<file path="config.mk">
export PLATFORM = sky130hd
export DESIGN_NAME = sata_phy_top
export DESIGN_NICKNAME = d
export VERILOG_FILES = /design/src/verilog/sata_link_pkg.sv /design/src/verilog/sata_prim_pkg.sv /design/src/verilog/oob_controller.sv /design/src/verilog/sata_phy_layer.sv /design/src/verilog/sata_phy_top.sv /design/src/verilog/tx_dword_fifo.sv
export VERILOG_INCLUDE_DIRS = /design/src /design/src/verilog
export SDC_FILE = /design/constraint.sdc
export NUM_CORES = 1
export LEC_CHECK = 0
export BUFFER_PORTS_ARGS = -buffer_cell sky130_fd_sc_hd__clkbuf_2
export CORE_MARGIN = 4
export CORE_UTILIZATION = 40
export CTS_CLUSTER_SIZE = 30
export DETAILED_ROUTE_END_ITERATION = 8
export HOLD_SLACK_MARGIN = 0.03
export PLACE_DENSITY = 0.62
export SYNTH_ARGS = -nofsm -noshare
export SYNTH_HDL_FRONTEND = slang
export SYNTH_HIERARCHICAL = 1
export SYNTH_SLANG_ARGS = --single-unit
</file>
<file path="constraint.sdc">
create_clock -name clk -period 10.6 [get_ports clk]
set_input_delay 1.59 -clock clk [delete_from_list [all_inputs] [get_ports clk]]
set_output_delay 1.59 -clock clk [all_outputs]
set_load 0.01 [all_outputs]
</file>
<file path="src/verilog/sata_defs.svh">
`ifndef SATA_DEFS_SVH
`define SATA_DEFS_SVH

// Primitive dwords, byte 0 is the first byte on the wire
`define SATA_PRIM_ALIGN     32'h7B4A4ABC
`define SATA_PRIM_SYNC      32'hB5B5957C
`define SATA_PRIM_D10_2     32'h4A4A4A4A

// K28.5 control character, found in byte 0 of ALIGN
`define SATA_K28_5          8'hBC

// READY cycles between two ALIGN pairs
`define SATA_ALIGN_INTERVAL 256

// Cycles without a far-end answer before COMRESET is sent again
`define SATA_OOB_TIMEOUT    2048

// Retries allowed before the platform error is raised
`define SATA_OOB_MAX_RETRY  3

// Transmit buffer depth in dwords
`define SATA_TX_FIFO_DEPTH  16

`endif

</file>
<file path="src/verilog/sata_link_pkg.sv">
`default_nettype none

package sata_link_pkg;

  // Out-of-band bring-up states, also exported for debug
  typedef enum logic [3:0] {
    RESET_IDLE    = 4'h0,
    SEND_COMRESET = 4'h1,
    WAIT_COMINIT  = 4'h2,
    SEND_COMWAKE  = 4'h3,
    WAIT_COMWAKE  = 4'h4,
    SEND_D10_2    = 4'h5,
    SEND_ALIGN    = 4'h6,
    LINKED        = 4'h7,
    FAILED        = 4'h8
  } oob_state_e;

  // Phy layer states after linkup
  typedef enum logic [1:0] {
    NOT_READY         = 2'h0,
    SEND_FIRST_ALIGN  = 2'h1,
    SEND_SECOND_ALIGN = 2'h2,
    READY             = 2'h3
  } phy_state_e;

endpackage

`default_nettype wire

</file>
<file path="src/verilog/sata_prim_pkg.sv">
`default_nettype none

package sata_prim_pkg;

  // One byte of a dword on the link
  typedef logic [7:0] sata_prim_byte_t;

  // Byte view of a dword, b0 goes out first
  typedef struct packed {
    sata_prim_byte_t b3;
    sata_prim_byte_t b2;
    sata_prim_byte_t b1;
    sata_prim_byte_t b0;
  } sata_prim_s;

  // A transmit or receive dword
  // Payload logic reads it as data, primitive detection as bytes
  typedef union packed {
    logic [31:0] data;
    sata_prim_s  prim;
  } sata_dword_u;

endpackage

`default_nettype wire

</file>
<file path="src/verilog/oob_controller.sv">
`default_nettype none
`timescale 1ns/1ns

`include "sata_defs.svh"

module oob_controller
  import sata_prim_pkg::*, sata_link_pkg::*;
(
  input  wire logic        clk,
  input  wire logic        rst,
  input  wire logic        platform_ready,
  input  wire logic        phy_error,
  input  wire logic        tx_oob_complete,
  input  wire sata_dword_u rx_din,
  input  wire logic [3:0]  rx_is_k,
  input  wire logic        rx_elec_idle,
  input  wire logic        rx_byte_is_aligned,
  input  wire logic        comm_init_detect,
  input  wire logic        comm_wake_detect,
  output logic             platform_error,
  output logic             linkup,
  output sata_dword_u      tx_dout,
  output logic             tx_is_k,
  output logic             tx_comm_reset,
  output logic             tx_comm_wake,
  output logic             tx_set_elec_idle,
  output oob_state_e       state
);

  localparam int TIMER_W = $clog2(`SATA_OOB_TIMEOUT + 1);
  localparam int RETRY_W = $clog2(`SATA_OOB_MAX_RETRY + 1);

  oob_state_e         state_next;
  logic [TIMER_W-1:0] timer;
  logic [RETRY_W-1:0] retry_count;
  logic               waiting;
  logic               timed_out;
  logic               retry_done;
  logic               align_det;

  // Timer only matters while waiting on the far end
  assign waiting    = state inside {WAIT_COMINIT, WAIT_COMWAKE, SEND_D10_2};
  assign timed_out  = waiting && (timer == TIMER_W'(`SATA_OOB_TIMEOUT - 1));
  assign retry_done = (retry_count == RETRY_W'(`SATA_OOB_MAX_RETRY));

  // ALIGN seen on a byte-aligned K dword
  assign align_det = rx_is_k[0] && rx_byte_is_aligned &&
                     (rx_din.prim.b0 == `SATA_K28_5);

  always_comb begin
    state_next = state;
    case (state)
      RESET_IDLE: begin
        if (platform_ready) state_next = SEND_COMRESET;
      end
      SEND_COMRESET: begin
        if (tx_oob_complete) state_next = WAIT_COMINIT;
      end
      WAIT_COMINIT: begin
        if (comm_init_detect) state_next = SEND_COMWAKE;
        else if (timed_out) state_next = retry_done ? FAILED : SEND_COMRESET;
      end
      SEND_COMWAKE: begin
        if (tx_oob_complete) state_next = WAIT_COMWAKE;
      end
      WAIT_COMWAKE: begin
        if (comm_wake_detect) state_next = SEND_D10_2;
        else if (timed_out) state_next = retry_done ? FAILED : SEND_COMRESET;
      end
      SEND_D10_2: begin
        if (align_det) state_next = SEND_ALIGN;
        else if (timed_out) state_next = retry_done ? FAILED : SEND_COMRESET;
      end
      SEND_ALIGN: begin
        state_next = LINKED;
      end
      LINKED: begin
        // Far end went idle or the phy layer gave up
        if (rx_elec_idle || phy_error) state_next = RESET_IDLE;
      end
      FAILED: begin
        if (!platform_ready) state_next = RESET_IDLE;
      end
      default: begin
        state_next = RESET_IDLE;
      end
    endcase
  end

  always_ff @(posedge clk) begin
    if (rst) begin
      state       <= RESET_IDLE;
      timer       <= '0;
      retry_count <= '0;
    end else begin
      state <= state_next;
      if (state_next != state) begin
        timer <= '0;
      end else begin
        timer <= timer + 1'b1;
      end
      if (state == RESET_IDLE || state == LINKED) begin
        retry_count <= '0;
      end else if (timed_out && !retry_done) begin
        retry_count <= retry_count + 1'b1;
      end
    end
  end

  // Outputs decoded from the state
  assign tx_comm_reset    = (state == SEND_COMRESET);
  assign tx_comm_wake     = (state == SEND_COMWAKE);
  assign tx_set_elec_idle = !(state inside {SEND_D10_2, SEND_ALIGN, LINKED});
  assign linkup           = (state == LINKED);
  assign platform_error   = (state == FAILED);

  always_comb begin
    tx_dout.data = `SATA_PRIM_D10_2;
    tx_is_k      = 1'b0;
    if (state == SEND_ALIGN || state == LINKED) begin
      tx_dout.data = `SATA_PRIM_ALIGN;
      tx_is_k      = 1'b1;
    end
  end

  // COMWAKE only goes out once COMINIT was seen
  a_comwake_after_cominit : assert property (
    @(posedge clk) disable iff (rst) $rose(tx_comm_wake) |-> $past(comm_init_detect)
  );

  // Linkup only ever follows an ALIGN being sent
  a_linkup_state : assert property (
    @(posedge clk) disable iff (rst)
    linkup |-> (state == LINKED) && ($past(state) inside {SEND_ALIGN, LINKED})
  );

endmodule

`default_nettype wire

</file>
<file path="src/verilog/sata_phy_layer.sv">
`default_nettype none
`timescale 1ns/1ns

`include "sata_defs.svh"

module sata_phy_layer
  import sata_prim_pkg::*, sata_link_pkg::*;
(
  input  wire logic        clk,
  input  wire logic        rst,
  input  wire logic        linkup,
  input  wire logic        phy_error,
  input  wire logic        oob_platform_error,
  input  wire sata_dword_u oob_tx_dout,
  input  wire logic        oob_tx_is_k,
  input  wire sata_dword_u fifo_data,
  input  wire logic        fifo_valid,
  output logic             fifo_ready,
  output sata_dword_u      tx_dout,
  output logic             tx_is_k,
  output logic             phy_ready,
  output logic             platform_error
);

  localparam int ALIGN_W = $clog2(`SATA_ALIGN_INTERVAL);

  phy_state_e         state;
  logic [ALIGN_W-1:0] align_count;
  logic               phy_platform_error;

  always_ff @(posedge clk) begin
    if (rst) begin
      state              <= NOT_READY;
      align_count        <= '0;
      phy_platform_error <= 1'b0;
    end else if (!linkup) begin
      // Lost link, keep the error until the next bring-up
      state       <= NOT_READY;
      align_count <= '0;
    end else begin
      case (state)
        NOT_READY: begin
          align_count        <= '0;
          phy_platform_error <= 1'b0;
          state              <= SEND_FIRST_ALIGN;
        end
        SEND_FIRST_ALIGN: begin
          state <= SEND_SECOND_ALIGN;
        end
        SEND_SECOND_ALIGN: begin
          state <= READY;
        end
        READY: begin
          align_count <= align_count + 1'b1;
          if (align_count == ALIGN_W'(`SATA_ALIGN_INTERVAL - 1)) state <= SEND_FIRST_ALIGN;
          if (phy_error) phy_platform_error <= 1'b1;
        end
        default: begin
          state <= NOT_READY;
        end
      endcase
    end
  end

  assign phy_ready      = (state == READY);
  assign fifo_ready     = linkup && (state == READY);
  assign platform_error = oob_platform_error || phy_platform_error;

  // OOB words before linkup, then ALIGN, payload or SYNC
  always_comb begin
    if (!linkup) begin
      tx_dout = oob_tx_dout;
      tx_is_k = oob_tx_is_k;
    end else if (state == READY && fifo_valid) begin
      tx_dout = fifo_data;
      tx_is_k = 1'b0;
    end else if (state == READY) begin
      tx_dout.data = `SATA_PRIM_SYNC;
      tx_is_k      = 1'b1;
    end else begin
      tx_dout.data = `SATA_PRIM_ALIGN;
      tx_is_k      = 1'b1;
    end
  end

  // Payload is only taken once the ALIGN pair has gone out
  a_ready_only : assert property (
    @(posedge clk) disable iff (rst)
    fifo_ready |-> (state == READY) && ($past(state) inside {SEND_SECOND_ALIGN, READY})
  );

endmodule

`default_nettype wire

</file>
<file path="src/verilog/sata_phy_top.sv">
`default_nettype none
`timescale 1ns/1ns

module sata_phy_top
  import sata_prim_pkg::*, sata_link_pkg::*;
(
  input  wire logic        clk,
  input  wire logic        rst,
  // Platform status
  input  wire logic        platform_ready,
  input  wire logic        phy_error,
  output logic             platform_error,
  output logic             linkup,
  output logic             phy_ready,
  output oob_state_e       oob_state,
  // Transceiver
  output sata_dword_u      tx_dout,
  output logic             tx_is_k,
  output logic             tx_comm_reset,
  output logic             tx_comm_wake,
  output logic             tx_elec_idle,
  input  wire logic        tx_oob_complete,
  input  wire sata_dword_u rx_din,
  input  wire logic [3:0]  rx_is_k,
  input  wire logic        rx_elec_idle,
  input  wire logic        rx_byte_is_aligned,
  input  wire logic        comm_init_detect,
  input  wire logic        comm_wake_detect,
  // Producer side of the transmit buffer
  input  wire sata_dword_u in_data,
  input  wire logic        in_valid,
  output logic             in_ready
);

  sata_dword_u oob_tx_dout;
  logic        oob_tx_is_k;
  logic        oob_platform_error;
  sata_dword_u fifo_data;
  logic        fifo_valid;
  logic        fifo_ready;

  oob_controller oob (
    .clk                (clk),
    .rst                (rst),
    .platform_ready     (platform_ready),
    .phy_error          (phy_error),
    .tx_oob_complete    (tx_oob_complete),
    .rx_din             (rx_din),
    .rx_is_k            (rx_is_k),
    .rx_elec_idle       (rx_elec_idle),
    .rx_byte_is_aligned (rx_byte_is_aligned),
    .comm_init_detect   (comm_init_detect),
    .comm_wake_detect   (comm_wake_detect),
    .platform_error     (oob_platform_error),
    .linkup             (linkup),
    .tx_dout            (oob_tx_dout),
    .tx_is_k            (oob_tx_is_k),
    .tx_comm_reset      (tx_comm_reset),
    .tx_comm_wake       (tx_comm_wake),
    .tx_set_elec_idle   (tx_elec_idle),
    .state              (oob_state)
  );

  tx_dword_fifo fifo (
    .clk       (clk),
    .rst       (rst),
    .in_data   (in_data),
    .in_valid  (in_valid),
    .in_ready  (in_ready),
    .out_data  (fifo_data),
    .out_valid (fifo_valid),
    .out_ready (fifo_ready)
  );

  sata_phy_layer phy (
    .clk                (clk),
    .rst                (rst),
    .linkup             (linkup),
    .phy_error          (phy_error),
    .oob_platform_error (oob_platform_error),
    .oob_tx_dout        (oob_tx_dout),
    .oob_tx_is_k        (oob_tx_is_k),
    .fifo_data          (fifo_data),
    .fifo_valid         (fifo_valid),
    .fifo_ready         (fifo_ready),
    .tx_dout            (tx_dout),
    .tx_is_k            (tx_is_k),
    .phy_ready          (phy_ready),
    .platform_error     (platform_error)
  );

endmodule

`default_nettype wire

</file>
<file path="src/verilog/tx_dword_fifo.sv">
`default_nettype none
`timescale 1ns/1ns

`include "sata_defs.svh"

module tx_dword_fifo
  import sata_prim_pkg::*;
(
  input  wire logic        clk,
  input  wire logic        rst,
  input  wire sata_dword_u in_data,
  input  wire logic        in_valid,
  output logic             in_ready,
  output sata_dword_u      out_data,
  output logic             out_valid,
  input  wire logic        out_ready
);

  localparam int DEPTH   = `SATA_TX_FIFO_DEPTH;
  localparam int PTR_W   = $clog2(DEPTH);
  localparam int COUNT_W = $clog2(DEPTH + 1);

  sata_dword_u        mem [DEPTH];
  logic [PTR_W-1:0]   wr_ptr;
  logic [PTR_W-1:0]   rd_ptr;
  logic [COUNT_W-1:0] count;
  logic [COUNT_W-1:0] count_next;
  logic               push;
  logic               pop;

  assign push     = in_valid && in_ready;
  assign pop      = out_valid && out_ready;
  assign out_data = mem[rd_ptr];

  always_comb begin
    case ({push, pop})
      2'b10:   count_next = count + 1'b1;
      2'b01:   count_next = count - 1'b1;
      default: count_next = count;
    endcase
  end

  always_ff @(posedge clk) begin
    if (push) mem[wr_ptr] <= in_data;
  end

  always_ff @(posedge clk) begin
    if (rst) begin
      wr_ptr    <= '0;
      rd_ptr    <= '0;
      count     <= '0;
      in_ready  <= 1'b0;
      out_valid <= 1'b0;
    end else begin
      if (push) wr_ptr <= (wr_ptr == PTR_W'(DEPTH - 1)) ? '0 : wr_ptr + 1'b1;
      if (pop) rd_ptr <= (rd_ptr == PTR_W'(DEPTH - 1)) ? '0 : rd_ptr + 1'b1;
      count <= count_next;
      // Flags follow the count of the next cycle
      in_ready  <= (count_next != COUNT_W'(DEPTH));
      out_valid <= (count_next != '0);
    end
  end

  a_no_push_full : assert property (
    @(posedge clk) disable iff (rst) push |-> count < COUNT_W'(DEPTH)
  );

  a_no_pop_empty : assert property (
    @(posedge clk) disable iff (rst) pop |-> count != '0
  );

endmodule

`default_nettype wire
</file>
; Word level (Yosys, flattened, before mapping)
; Memory sizes are Yosys's and may differ from the RTL's. A register that Yosys moved wholly into a read port is not among the register bits.
; Index checks and enable logic that the tools add are counted.
[totals]
ff_bits = 44
mem_bits_rw = 512
inputBits = 78
output_inout_bits = 44
wordCells = 97
mem_count = 1
[classes]
addsub = 7
eq_ne = 23
n_mux = 30
n_bitwise = 1
n_reduce_logical = 24
[mem_list]
columns = memory, words, width, read_ports, rd_clocked_by_memory_dff, write_ports, line
row1 = fifo.mem, 16, 32, 1, 1, 1, tx_dword_fifo.sv:23  ; sata_dword_u mem [DEPTH];
[ops]
columns = cell, count
row1 = 32-bit 2-to-1 mux, 3
row2 = 4-bit 2-to-1 mux, 14
row3 = 4-bit case mux with 9 select lines, 1
row4 = 30-bit 2-to-1 mux, 1
row5 = 4-bit by 3-bit == test with 1-bit output (second input constant), 4
row6 = 8-bit == test (second input constant), 2
row7 = 8-bit case mux with 2 select lines, 1
row8 = 12-bit by 1-bit adder with 12-bit output (second input constant), 1
row9 = 12-bit by 11-bit == test with 1-bit output (second input constant), 1
row10 = 4-bit == test (second input constant), 3
row11 = 5-bit case mux with 2 select lines, 1
row12 = 4-bit by 1-bit adder with 4-bit output (second input constant), 2
row13 = 8-bit by 1-bit adder with 8-bit output (second input constant), 1
row14 = 2-bit == test (second input constant), 4
row15 = 4-bit by 2-bit == test with 1-bit output (second input constant), 2
row16 = 1-bit logical AND, 8
row17 = 2-bit case mux with 4 select lines, 1
row18 = 1-bit 2-to-1 mux, 6
row19 = 3-bit nonzero test, 2
row20 = 2-bit OR reduction, 3
row21 = 5-bit by 1-bit adder with 5-bit output (second input constant), 1
row22 = 5-bit != test (second input constant), 1
row23 = 5-bit nonzero test, 1
row24 = 5-bit by 1-bit subtractor with 5-bit output (second input constant), 1
row25 = 15 further kinds, 20

; Depth between registers and ports, before layout
; Gate-level depths: netlist (run 1).
[logic_depth]
word_depth = 8
depth_mapped = 15
mapped_depth_nobuf = 13

; By module
; Netlist (run 1), hierarchy kept.
[by_module_without_submodules]
columns = mod, instances, cells_per_inst, area_per_inst_um2, seq_area_each_um2
row1 = tx_dword_fifo, 1, 838, 20314.5, 15755.1
row2 = oob_controller, 1, 177, 1452.6, 360.3
row3 = sata_phy_layer, 1, 154, 1061.0, 220.2

; Worst setup path after synthesis (run 1)
; No wires, ideal clock.
[synth_path]
kind = input to register
from = in in_valid
to = mem fifo/mem[3][0] (netlist name), enable pin
setup_ps = 461
t_arrival_ps = 4215
required_time_ps = 10139
setup_slack_ps = 5924
stages = 4
n_path_buf = 1
path_cell_list = and2_1 > buf_2 > nand2_1 > nor3_1
[synth_via]
elab_chain_len = 3
[synth_rtl]
columns = element, line
row1 = start: declaration, sata_phy_top.sv:31  ; input wire logic in_valid,
row2 = 1-bit logical AND, tx_dword_fifo.sv:31  ; assign push = in_valid && in_ready;
row3 = 1-bit 2-to-1 mux, tx_dword_fifo.sv:44  ; if (push) mem[wr_ptr] <= in_data;
row4 = 1-bit 2-to-1 mux (not written as such), tx_dword_fifo.sv:44
row5 = end: declaration, tx_dword_fifo.sv:23
; No other way between the ends.

==> reports/summary.txt, run 1 <==
Hold endpoint - phy/align_count[6]
Boundary Pins - 122
Die height - 247 um
Wirelength per Cell - 24.7 um
Dpl cell area - 0.0240 mm2
FF-to-FF setup slack - 7.05 ns
Sequential area share after synthesis - 0.716
Crit path time final - 5.97 ns
CTS Sinks - 560
Starting Density - 0.404
DRT iter0 DRCs - 1115
Setup TNS - 0 ns
Clk_lat worst skew - 0.60 ns
PnR worst setup slack - 4.63 ns
Switching share of power - 0.199
Root Driver - clkbuf_16
Rows - 87
Levels on crit path - 7
Hold Path Origin - phy/align_count[6]
Ys Warns - 6
Share of cells above drive strength 1 - 0.299
Logic pwr share - 0.027
Vias in the first global route - 11800
Fillers - 4703
Delay of the slowest critical-path stage - 0.75 ns
R2R cell count - 13
Hold Fails Final Rpt - 0
H-tree depth - 2
CP Capture Type - output port
Most used DFF post-synth - edfxtp_1
Status - finished clean
Area Growth Syn to Fin - 13.3%
DRC violations left - 0
Avg Cell Area, Syn - 19.5 um2
Max-Cap Viols - 0
CP max-delay cell - buf_4
Slew Viols, Final - 0
Number of flops mapped to enable cells by yosys - 512
Crit path buf inv count - 3
Required time worst endpoint - 9.01 ns
Via count - 11500
Clock power frac - 0.440
CP Launch Type - register
# diodes - 0
Switching Power - 0.000907 W
Final Net Count - 1368
Clk slew on worst S/H paths - 0.06 ns
Rel. slew slack - 0.238
Routability cong. - 0.759
Largest net degree at the start of global routing - 68
Internal - 0.00366 W
VDD IR max - 128 uV
Fmax - 0.168 GHz
PortBufs - 94
CP top delay family - buffers and inverters
Clk_skew - 0.00913 ns
Mapped Cells - 1169
Cts-stage hold buffer count - 0
Period utilization - 0.563
Core ar. - 0.0565 mm2
Fin area - 0.0259 mm2
Mapped cell area - 0.0228 mm2
Sequential share of power - 0.533
Slew @ Worst Pin - 1.14 ns
CTS tree - built
Crit Path Class - reg2out
GRT overflow - 0
Worst flop-to-flop path endpoint - fifo/out_valid
Total GRT Usage - 0.170
Die area - 0.0610 mm2
Post-synth cell types - 71
Crit path top cell by count - buf_4
# setup viols final - 0
First-pass GRT wire length - 76.7 mm
Worst hold-check path type - reg2reg
LEAKAGE - 8.08 nW
Hold WS - 0.493 ns
Post-DP HPWL - 28.1 mm
Post_cts resized - 0
WL final - 51.3 mm
Final ANT Viol Nets - 0
Origin of the critical flop-to-flop path - oob/state[2]
Async S/R FF share, synth - 0
RSZ-0062 raised after global routing - no
CTS Buffer Depth - 3
Setup repair bufs after CTS - 0
Via-per-instance ratio - 5.56
Synth Register Bits - 560
1st-pass router iterations - 5
P per Cell Area - 177 mW/mm2
CP max FO - 39
Die X - 247 um
Setup WS pre-CTS - 5.14 ns
CTS buffer count - 57
Crit-path cells - buf_4 -> buf_4 -> mux4_1 -> mux4_2 -> a31oi_1 -> a21oi_1 -> clkbuf_2
Data arrival, critical path - 4.38 ns
Initial antenna violation count - 2
Hold path cells - 2
## Yosys cell counts (3+ instances only)
cell type	count	area share
nor2_1	61	0.010
mux2i_1	6	0.0026
o21ai_0	13	0.0028
buf_2	14	0.0031
nand2_1	43	0.0071
and3_1	3	0.00082
a311oi_1	3	0.0012
buf_6	18	0.0089
buf_4	34	0.011
or3_1	5	0.0014
clkbuf_1	16	0.0026
nand2b_1	6	0.0016
a21oi_1	31	0.0068
mux4_1	5	0.0058
o22a_1	7	0.0027
nor4b_1	3	0.0012
inv_1	9	0.0015
a32o_1	3	0.0013
nor3_1	10	0.0022
edfxtp_1	512	0.67
clkbuf_8	4	0.0024
buf_1	10	0.0016
dfxtp_1	48	0.042
nor2b_1	5	0.0014
mux4_2	155	0.15
xor2_1	13	0.0050
xnor2_1	12	0.0046
nand3_1	11	0.0024
nor4_1	15	0.0041
a31oi_1	24	0.0066
ha_1	14	0.0077
nand4_1	6	0.0016
## sequential cells by signal, summed over array words and instances (netlist names), 2 cells and up, named ones only
name,flops
fifo/mem,512
oob/timer,12
phy/align_count,8
fifo/count,5
fifo/rd_ptr,4
fifo/wr_ptr,4
oob/state,4
oob/retry_count,2
phy/state,2
## through the flow
step	total power, W	instances	utilization
floorplan	0.00255	1190	-
global route	0.00472	2074	0.458
finish	0.00457	2074	0.458
CTS	0.00461	2074	0.458
detailed placement	0.00261	1973	0.424
global placement	0.00260	1973	0.424
## power by group through the flow
stage          registers (W)  logic (W)  clock network (W)
2_1_floorplan        0.00248  0.0000757                  0
3_3_place_gp         0.00248   0.000120                  0
3_5_place_dp         0.00248   0.000124                  0
4_1_cts              0.00243   0.000124            0.00205
5_1_grt              0.00244   0.000136            0.00215
6_report             0.00244   0.000124            0.00201
## worst max path at each step
stage,end,startpoint
floorplan,fifo/mem[3][0],in_valid
detailed placement,tx_dout[15],register
global route,tx_dout[15],register
global placement,tx_dout[15],register
finish,tx_dout[15],register
CTS,tx_dout[15],register
## tightest hold or removal path: stages (launching register included)
cell and delay, ns:
dfxtp_1 0.31, o21ai_0 0.07, a21oi_1 0.06
## cell families after synthesis
kind of cell    after synthesis  share of synthesized area
compound gates              107                     0.0318
xor+xnor                     25                    0.00959
buf+inv                     108                     0.0320
simple gates                187                     0.0417
fa+ha+maj                    14                    0.00767
mux                         166                      0.161
flops                       560                      0.716
other cells                   2                   0.000329
## final cells by class
| type | count | area [um2] | area share |
|---|---|---|---|
| clock inverter | 30 | 378 | 0.0146 |
| inverter | 11 | 41.3 | 0.00160 |
| multi-input combinational | 522 | 5950 | 0.230 |
| sequential | 560 | 16300 | 0.632 |
| clock buffer | 71 | 1500 | 0.0580 |
| tap | 756 | 946 | 0.0366 |
| timing repair buffer | 124 | 696 | 0.0269 |
## placed cells by master, fill, tap and decap left out, drive strengths merged, types with 5 or more instances in the layout
cell	count
nand3	11
conb	23
nand4	6
o22a	7
clkbuf	165
buf	30
edfxtp	512
ha	14
o21ai	14
mux2i	6
xnor2	12
xor2	13
dfxtp	48
bufinv	8
mux4	160
nor2b	5
nor2	61
inv	11
clkinv	22
a21oi	32
nor4	15
nor3	11
nand2b	6
nand2	43
or3	5
a31oi	24
## per-layer routing
metal,GRT usage,vias to the layer above,part of all wire
met2,0.276,449,0.48
met3,0.0340,55,0.074
met1,0.238,6060,0.42
met5,0,-,0.00055
li1,-,4959,-
met4,0.0402,4,0.017
Power figures use the tool's default switching activity.
==> inputs of run 2 (changes only) <==
==> constraint.sdc (replaced) <==
create_clock -name clk -period 5.7 [get_ports clk]
set_input_delay 0.855 -clock clk [delete_from_list [all_inputs] [get_ports clk]]
set_output_delay 0.855 -clock clk [all_outputs]
set_load 0.01 [all_outputs]
==> reports/summary.txt, run 2 (synthesis results as in run 1) <==
Hold endpoint - phy/align_count[7]
Setup TNS - 0 ns (unchanged)
Origin of the critical flop-to-flop path - oob/state[2]
Via-per-instance ratio - 5.45 (-1.9%)
RSZ-0062 raised after global routing - no
Area Growth Syn to Fin - 13.7%
Post_cts resized - 0 (unchanged)
Total GRT Usage - 0.169 (-0.000662)
Setup WS pre-CTS - 1.97 ns (-3.17 ns)
Slew @ Worst Pin - 1.16 ns (+0.0142 ns)
Commonest non-fill, non-tap cell in the layout - edfxtp_1
Top reg by flops - fifo/mem
Die height - 247 um (unchanged)
Hold path cells - 2 (unchanged)
Core ar. - 0.0565 mm2 (unchanged)
Switching share of power - 0.203 (+0.00447)
GRT overflow - 0 (unchanged)
Dpl cell area - 0.0240 mm2 (+0.22%)
Largest net degree at the start of global routing - 58 (-15%)
Via count - 11400 (-1.4%)
Max-Cap Viols - 0 (unchanged)
Slew Viols, Final - 0 (unchanged)
1st-pass router iterations - 4 (-1)
Vias in the first global route - 11600 (-2.0%)
CTS buffer count - 58 (+1.8%)
VDD IR max - 314 uV (+150%)
Crit path time final - 4.36 ns
Hold Path Origin - phy/align_count[7]
# setup viols final - 0 (unchanged)
Overall power - 0.00855 W (+87%)
Final Net Count - 1374 (+0.44%)
Setup repair bufs after CTS - 0 (unchanged)
LEAKAGE - 8.12 nW (+0.51%)
Required time worst endpoint - 4.85 ns (-4.16 ns)
Hold Fails Final Rpt - 0 (unchanged)
CTS Sinks - 560 (unchanged)
Clock power frac - 0.444 (+0.004)
Share of cells above drive strength 1 - 0.302 (+0.00302)
Root Driver - clkbuf_16
Rows - 87 (unchanged)
Most frequent cells in the layout - edfxtp_1, mux4_2, clkbuf_2, clkbuf_16, nor2_1
Placed Cells - 1978 (+0.25%)
CP Launch Type - register
Final ANT Viol Nets - 0 (unchanged)
FF-to-FF setup slack - 2.07 ns (-4.98 ns)
Post-Layout Cell Count - 2084 (+0.48%)
CP Capture Type - output port
Internal - 0.00682 W (+86%)
Max FFs per register - 512 (unchanged)
Wirelength per Cell - 24.5 um (-0.86%)
First-pass GRT wire length - 76.0 mm (-0.85%)
Switching Power - 0.00174 W (+92%)
# diodes - 0 (unchanged)
Clk_skew - 0.0170 ns (+0.00786 ns)
Data arrival, critical path - 3.50 ns (-0.88 ns)
R2R cell count - 13 (unchanged)
Post-DP HPWL - 29.1 mm (+3.4%)
Cts-stage hold buffer count - 0 (unchanged)
Die area - 0.0610 mm2 (unchanged)
Routability cong. - 0.753 (-0.91%)
Clk_lat worst skew - 0.62 ns (+0.02 ns)
DRC violations left - 0 (unchanged)
Boundary Pins - 122 (unchanged)
Period utilization - 0.764
Die X - 247 um (unchanged)
PnR worst setup slack - 1.34 ns (-3.29 ns)
DRT iter0 DRCs - 887 (-20%)
CTS tree - built
Status - finished clean
WL final - 51.1 mm (-0.38%)
CTS Buffer Depth - 3 (unchanged)
Crit Path Class - reg2out
PortBufs - 94 (unchanged)
CP max FO - 30 (-23%)
Worst flop-to-flop path endpoint - fifo/out_valid
Fmax - 0.230 GHz
Sequential share of power - 0.529 (-0.004)
P per Cell Area - 329 mW/mm2 (+87%)
Worst hold-check path type - reg2reg
Logic pwr share - 0.027 (about the same)
Fin area - 0.0260 mm2 (+0.41%)
H-tree depth - 2 (unchanged)
Rel. slew slack - 0.227 (-0.0105)
Clk slew on worst S/H paths - 0.06 ns (about the same)
Starting Density - 0.404 (unchanged)
Initial antenna violation count - 1 (-1)
Regs by FF count - fifo/mem x512, oob/timer x12, phy/align_count x8
[run 2: power by group through the flow]
stage	Clock (W)	Combinational [W]	Sequential, W
after floorplan	0	0.000141	0.00460
after global placement	0	0.000222	0.00461
after detailed placement	0	0.000229	0.00462
after CTS	0.00388	0.000230	0.00453
after global routing	0.00406	0.000252	0.00453
final	0.00380	0.000229	0.00453
[run 2: worst max-delay path, cell delays in order, from the launching register on]
cell	delay, ns
dfxtp_4	0.77
buf_12	0.34
mux4_2	0.56
mux4_2	0.47
a31oi_1	0.43
a21oi_1	0.13
clkbuf_2	0.17
[run 2: routing by layer]
layer  vias to the layer above  track usage  wire length (um)
met1                      5966        0.238             22100
met2                       359        0.277             25100
met5                         -            0                 9
li1                       4975            -                 -
met4                         2       0.0432               826
met3                        60       0.0277              3020
[run 2: metrics by stage]
stage,util,hold slack [ns]
floorplan,-,0.444
global placement,0.425,0.466
detailed placement,0.425,0.489
CTS,0.460,0.495
global route,0.460,0.538
finish,0.460,0.488
[run 2: worst max path at each step]
| stage | depth (start not counted) | from | endpoint |
|---|---|---|---|
| 3_3_place_gp | 6 | register | tx_dout[23] |
| 2_1_floorplan | 4 | in_valid | fifo/mem[3][0] |
| 4_1_cts | 6 | register | tx_dout[21] |
| 3_5_place_dp | 6 | register | tx_dout[23] |
| 5_1_grt | 6 | register | tx_dout[15] |
| 6_report | 6 | register | tx_dout[16] |
[run 2: area by class of cell]
cell class	instances	area (um2)
well taps	756	946
multi-input cells	522	5950
clock buffers	67	1490
repair buffers	129	746
fillers	4722	30500
clock inverters	39	445
flip-flops and latches	560	16300
inverters	11	41.3
==> inputs of run 3 (changes only) <==
--- a/config.mk
+++ b/config.mk
@@ -12,7 +12,7 @@
 export CTS_CLUSTER_SIZE = 30
 export DETAILED_ROUTE_END_ITERATION = 8
 export HOLD_SLACK_MARGIN = 0.03
-export PLACE_DENSITY = 0.62
+export PLACE_DENSITY = 0.64
 export SYNTH_ARGS = -nofsm -noshare
 export SYNTH_HDL_FRONTEND = slang
 export SYNTH_HIERARCHICAL = 1
==> constraint.sdc (replaced) <==
create_clock -name clk -period 3.95 [get_ports clk]
set_input_delay 0.5925 -clock clk [delete_from_list [all_inputs] [get_ports clk]]
set_output_delay 0.5925 -clock clk [all_outputs]
set_load 0.01 [all_outputs]
==> reports/summary.txt, run 3 (synthesis results as in run 1) <==
CTS tree - built
Die area - 0.0610 mm2 (unchanged)
Total GRT Usage - 0.170 (+0.000910)
Rows - 87 (unchanged)
Total length of routed met3 wires - 3.57 mm (+18%)
Top sig layer - met4
Delay of the slowest critical-path stage - 0.62 ns (-0.15 ns)
Commonest non-fill, non-tap cell in the layout - edfxtp_1
Final ANT Viol Nets - 0 (unchanged)
Top reg by flops - fifo/mem
Post_cts resized - 0 (unchanged)
Data arrival, critical path - 3.15 ns (-0.35 ns)
Die height - 247 um (unchanged)
Crit Path Class - reg2out
Met2 WL - 25.3 mm (+0.56%)
Cts-stage hold buffer count - 0 (unchanged)
Required time worst endpoint - 3.36 ns (-1.49 ns)
Largest net degree at the start of global routing - 58 (unchanged)
First-pass GRT wire length - 76.8 mm (+0.94%)
CTS buffer count - 55 (-5.2%)
CTS Buffer Depth - 3 (unchanged)
LEAKAGE - 8.18 nW (+0.75%)
Clk_skew - 0.0160 ns (-0.000942 ns)
Setup TNS - 0 ns (unchanged)
Via count - 11600 (+1.7%)
CP Launch Type - register
Final Net Count - 1381 (+0.51%)
Root Driver - clkbuf_16
P per Cell Area - 469 mW/mm2 (+42%)
Setup repair bufs after CTS - 0 (unchanged)
Storage element area - 0.0163 mm2 (unchanged)
CP max-delay cell - mux4_1
Max-Cap Viols - 0 (unchanged)
Rel. slew slack - 0.275 (+0.0478)
Fmax - 0.267 GHz
Wirelength per Cell - 24.5 um (-0.28%)
Clk_lat worst skew - 0.61 ns (about the same)
Clk slew on worst S/H paths - 0.06 ns (about the same)
Share of cells above drive strength 1 - 0.309 (+0.00717)
M1 wire length - 21.5 mm (-2.6%)
Core ar. - 0.0565 mm2 (unchanged)
Max FFs per register - 512 (unchanged)
DRC violations left - 0 (unchanged)
PortBufs - 94 (unchanged)
Most frequent cells in the layout - edfxtp_1, mux4_2, clkbuf_2, clkbuf_16, nor2_1
RSZ-0062 raised after global routing - no
VDD IR max - 424 uV (+35%)
WL final - 51.2 mm (+0.15%)
Period utilization - 0.947
Regs by FF count - fifo/mem x512, oob/timer x12, phy/align_count x8
# setup viols final - 0 (unchanged)
Slew Viols, Final - 0 (unchanged)
CP Capture Type - output port
Boundary Pins - 122 (unchanged)
Die X - 247 um (unchanged)
Via-per-instance ratio - 5.52 (+1.2%)
Initial antenna violation count - 0 (-1)
H-tree depth - 2 (unchanged)
CP max FO - 52 (+73%)
CTS Sinks - 560 (unchanged)
Slew @ Worst Pin - 1.09 ns (-0.0701 ns)
Multi-input logic area - 0.00595 mm2 (about the same)
Hold Fails Final Rpt - 0 (unchanged)
Status - finished clean
1st-pass router iterations - 5 (+1)
Final core utilization - 0.462 (+0.00292)
Crit-path cells - buf_12 -> mux4_1 -> mux4_2 -> a31oi_1 -> a21oi_1 -> clkbuf_2
Fillers - 4712 (-0.21%)
Routability cong. - 0.754 (+0.24%)
Worst hold-check path type - in2reg
DRT iter0 DRCs - 1171 (+32%)
Starting Density - 0.404 (unchanged)
Area Growth Syn to Fin - 14.5%
Post-DP HPWL - 28.7 mm (-1.3%)
Vias in the first global route - 11800 (+1.7%)
Crit path time final - 3.74 ns
GRT overflow - 0 (unchanged)
-- run 3: cell types whose count changed in the layout (fill, tap and decap cells not counted), moves of 2 or more --
cell,previous run,this run
inv_6,2,0
clkbuf_8,0,4
clkbuf_2,94,96
clkinvlp_4,1,5
clkbuf_1,9,4
clkbuf_16,58,56
clkinv_4,2,0
buf_12,1,12
-- run 3: through the flow --
stage / total power (W) / cell area, um2 / setup slack (ns) / instances / hold slack, ns
2_1_floorplan: 0.00685 / 22900 / 0.271 / 1190 / 0.444
3_3_place_gp: 0.00698 / 24200 / 0.803 / 1988 / 0.462
3_5_place_dp: 0.00700 / 24200 / 0.803 / 1988 / 0.487
4_1_cts: 0.0124 / 26100 / 0.133 / 2092 / 0.242
5_1_grt: 0.0126 / 26100 / 0.0342 / 2092 / 0.290
6_report: 0.0122 / 26100 / 0.209 / 2093 / 0.274
-- run 3: critical path: cells and delay by family (launching register included) --
kind	cells	cell delay, ns
buffers and inverters	2	0.54
AO/OA/AOI/OAI	2	0.42
multiplexers	2	1.09
flip-flops	1	0.44
-- run 3: cell type report --
cell class	instances	share of cell area
Antenna cell	1	0.0000958
Clock buffer	66	0.0567
Clock inverter	38	0.0154
Inverter	11	0.00158
Multi-Input combinational cell	522	0.228
Sequential cell	560	0.626
Tap cell	756	0.0362
Timing Repair Buffer	139	0.0367
-- run 3: worst paths after layout --
check                                     from        endpoint  slack [ns]  depth (start not counted)
worst min register to register    oob/timer[0]    oob/timer[0]        0.49                          1
worst max-delay path                  register     tx_dout[26]        0.21                          6
worst max register to register    phy/state[0]  fifo/out_valid        0.79                         12
worst min-delay path            platform_ready    oob/state[3]        0.27                          3
-- run 3: metal layers --
metal / up-vias / GRT usage
met5: - / 0
met4: 0 / 0.0404
met3: 58 / 0.0307
met2: 393 / 0.280
met1: 6100 / 0.238
li1: 5002 / -
-- run 3: where the power goes --
| part | switching, W | internal, W |
|---|---|---|
| logic | 0.000235 | 0.000118 |
| clock network | 0.00223 | 0.00314 |
| registers | 0.0000192 | 0.00650 |
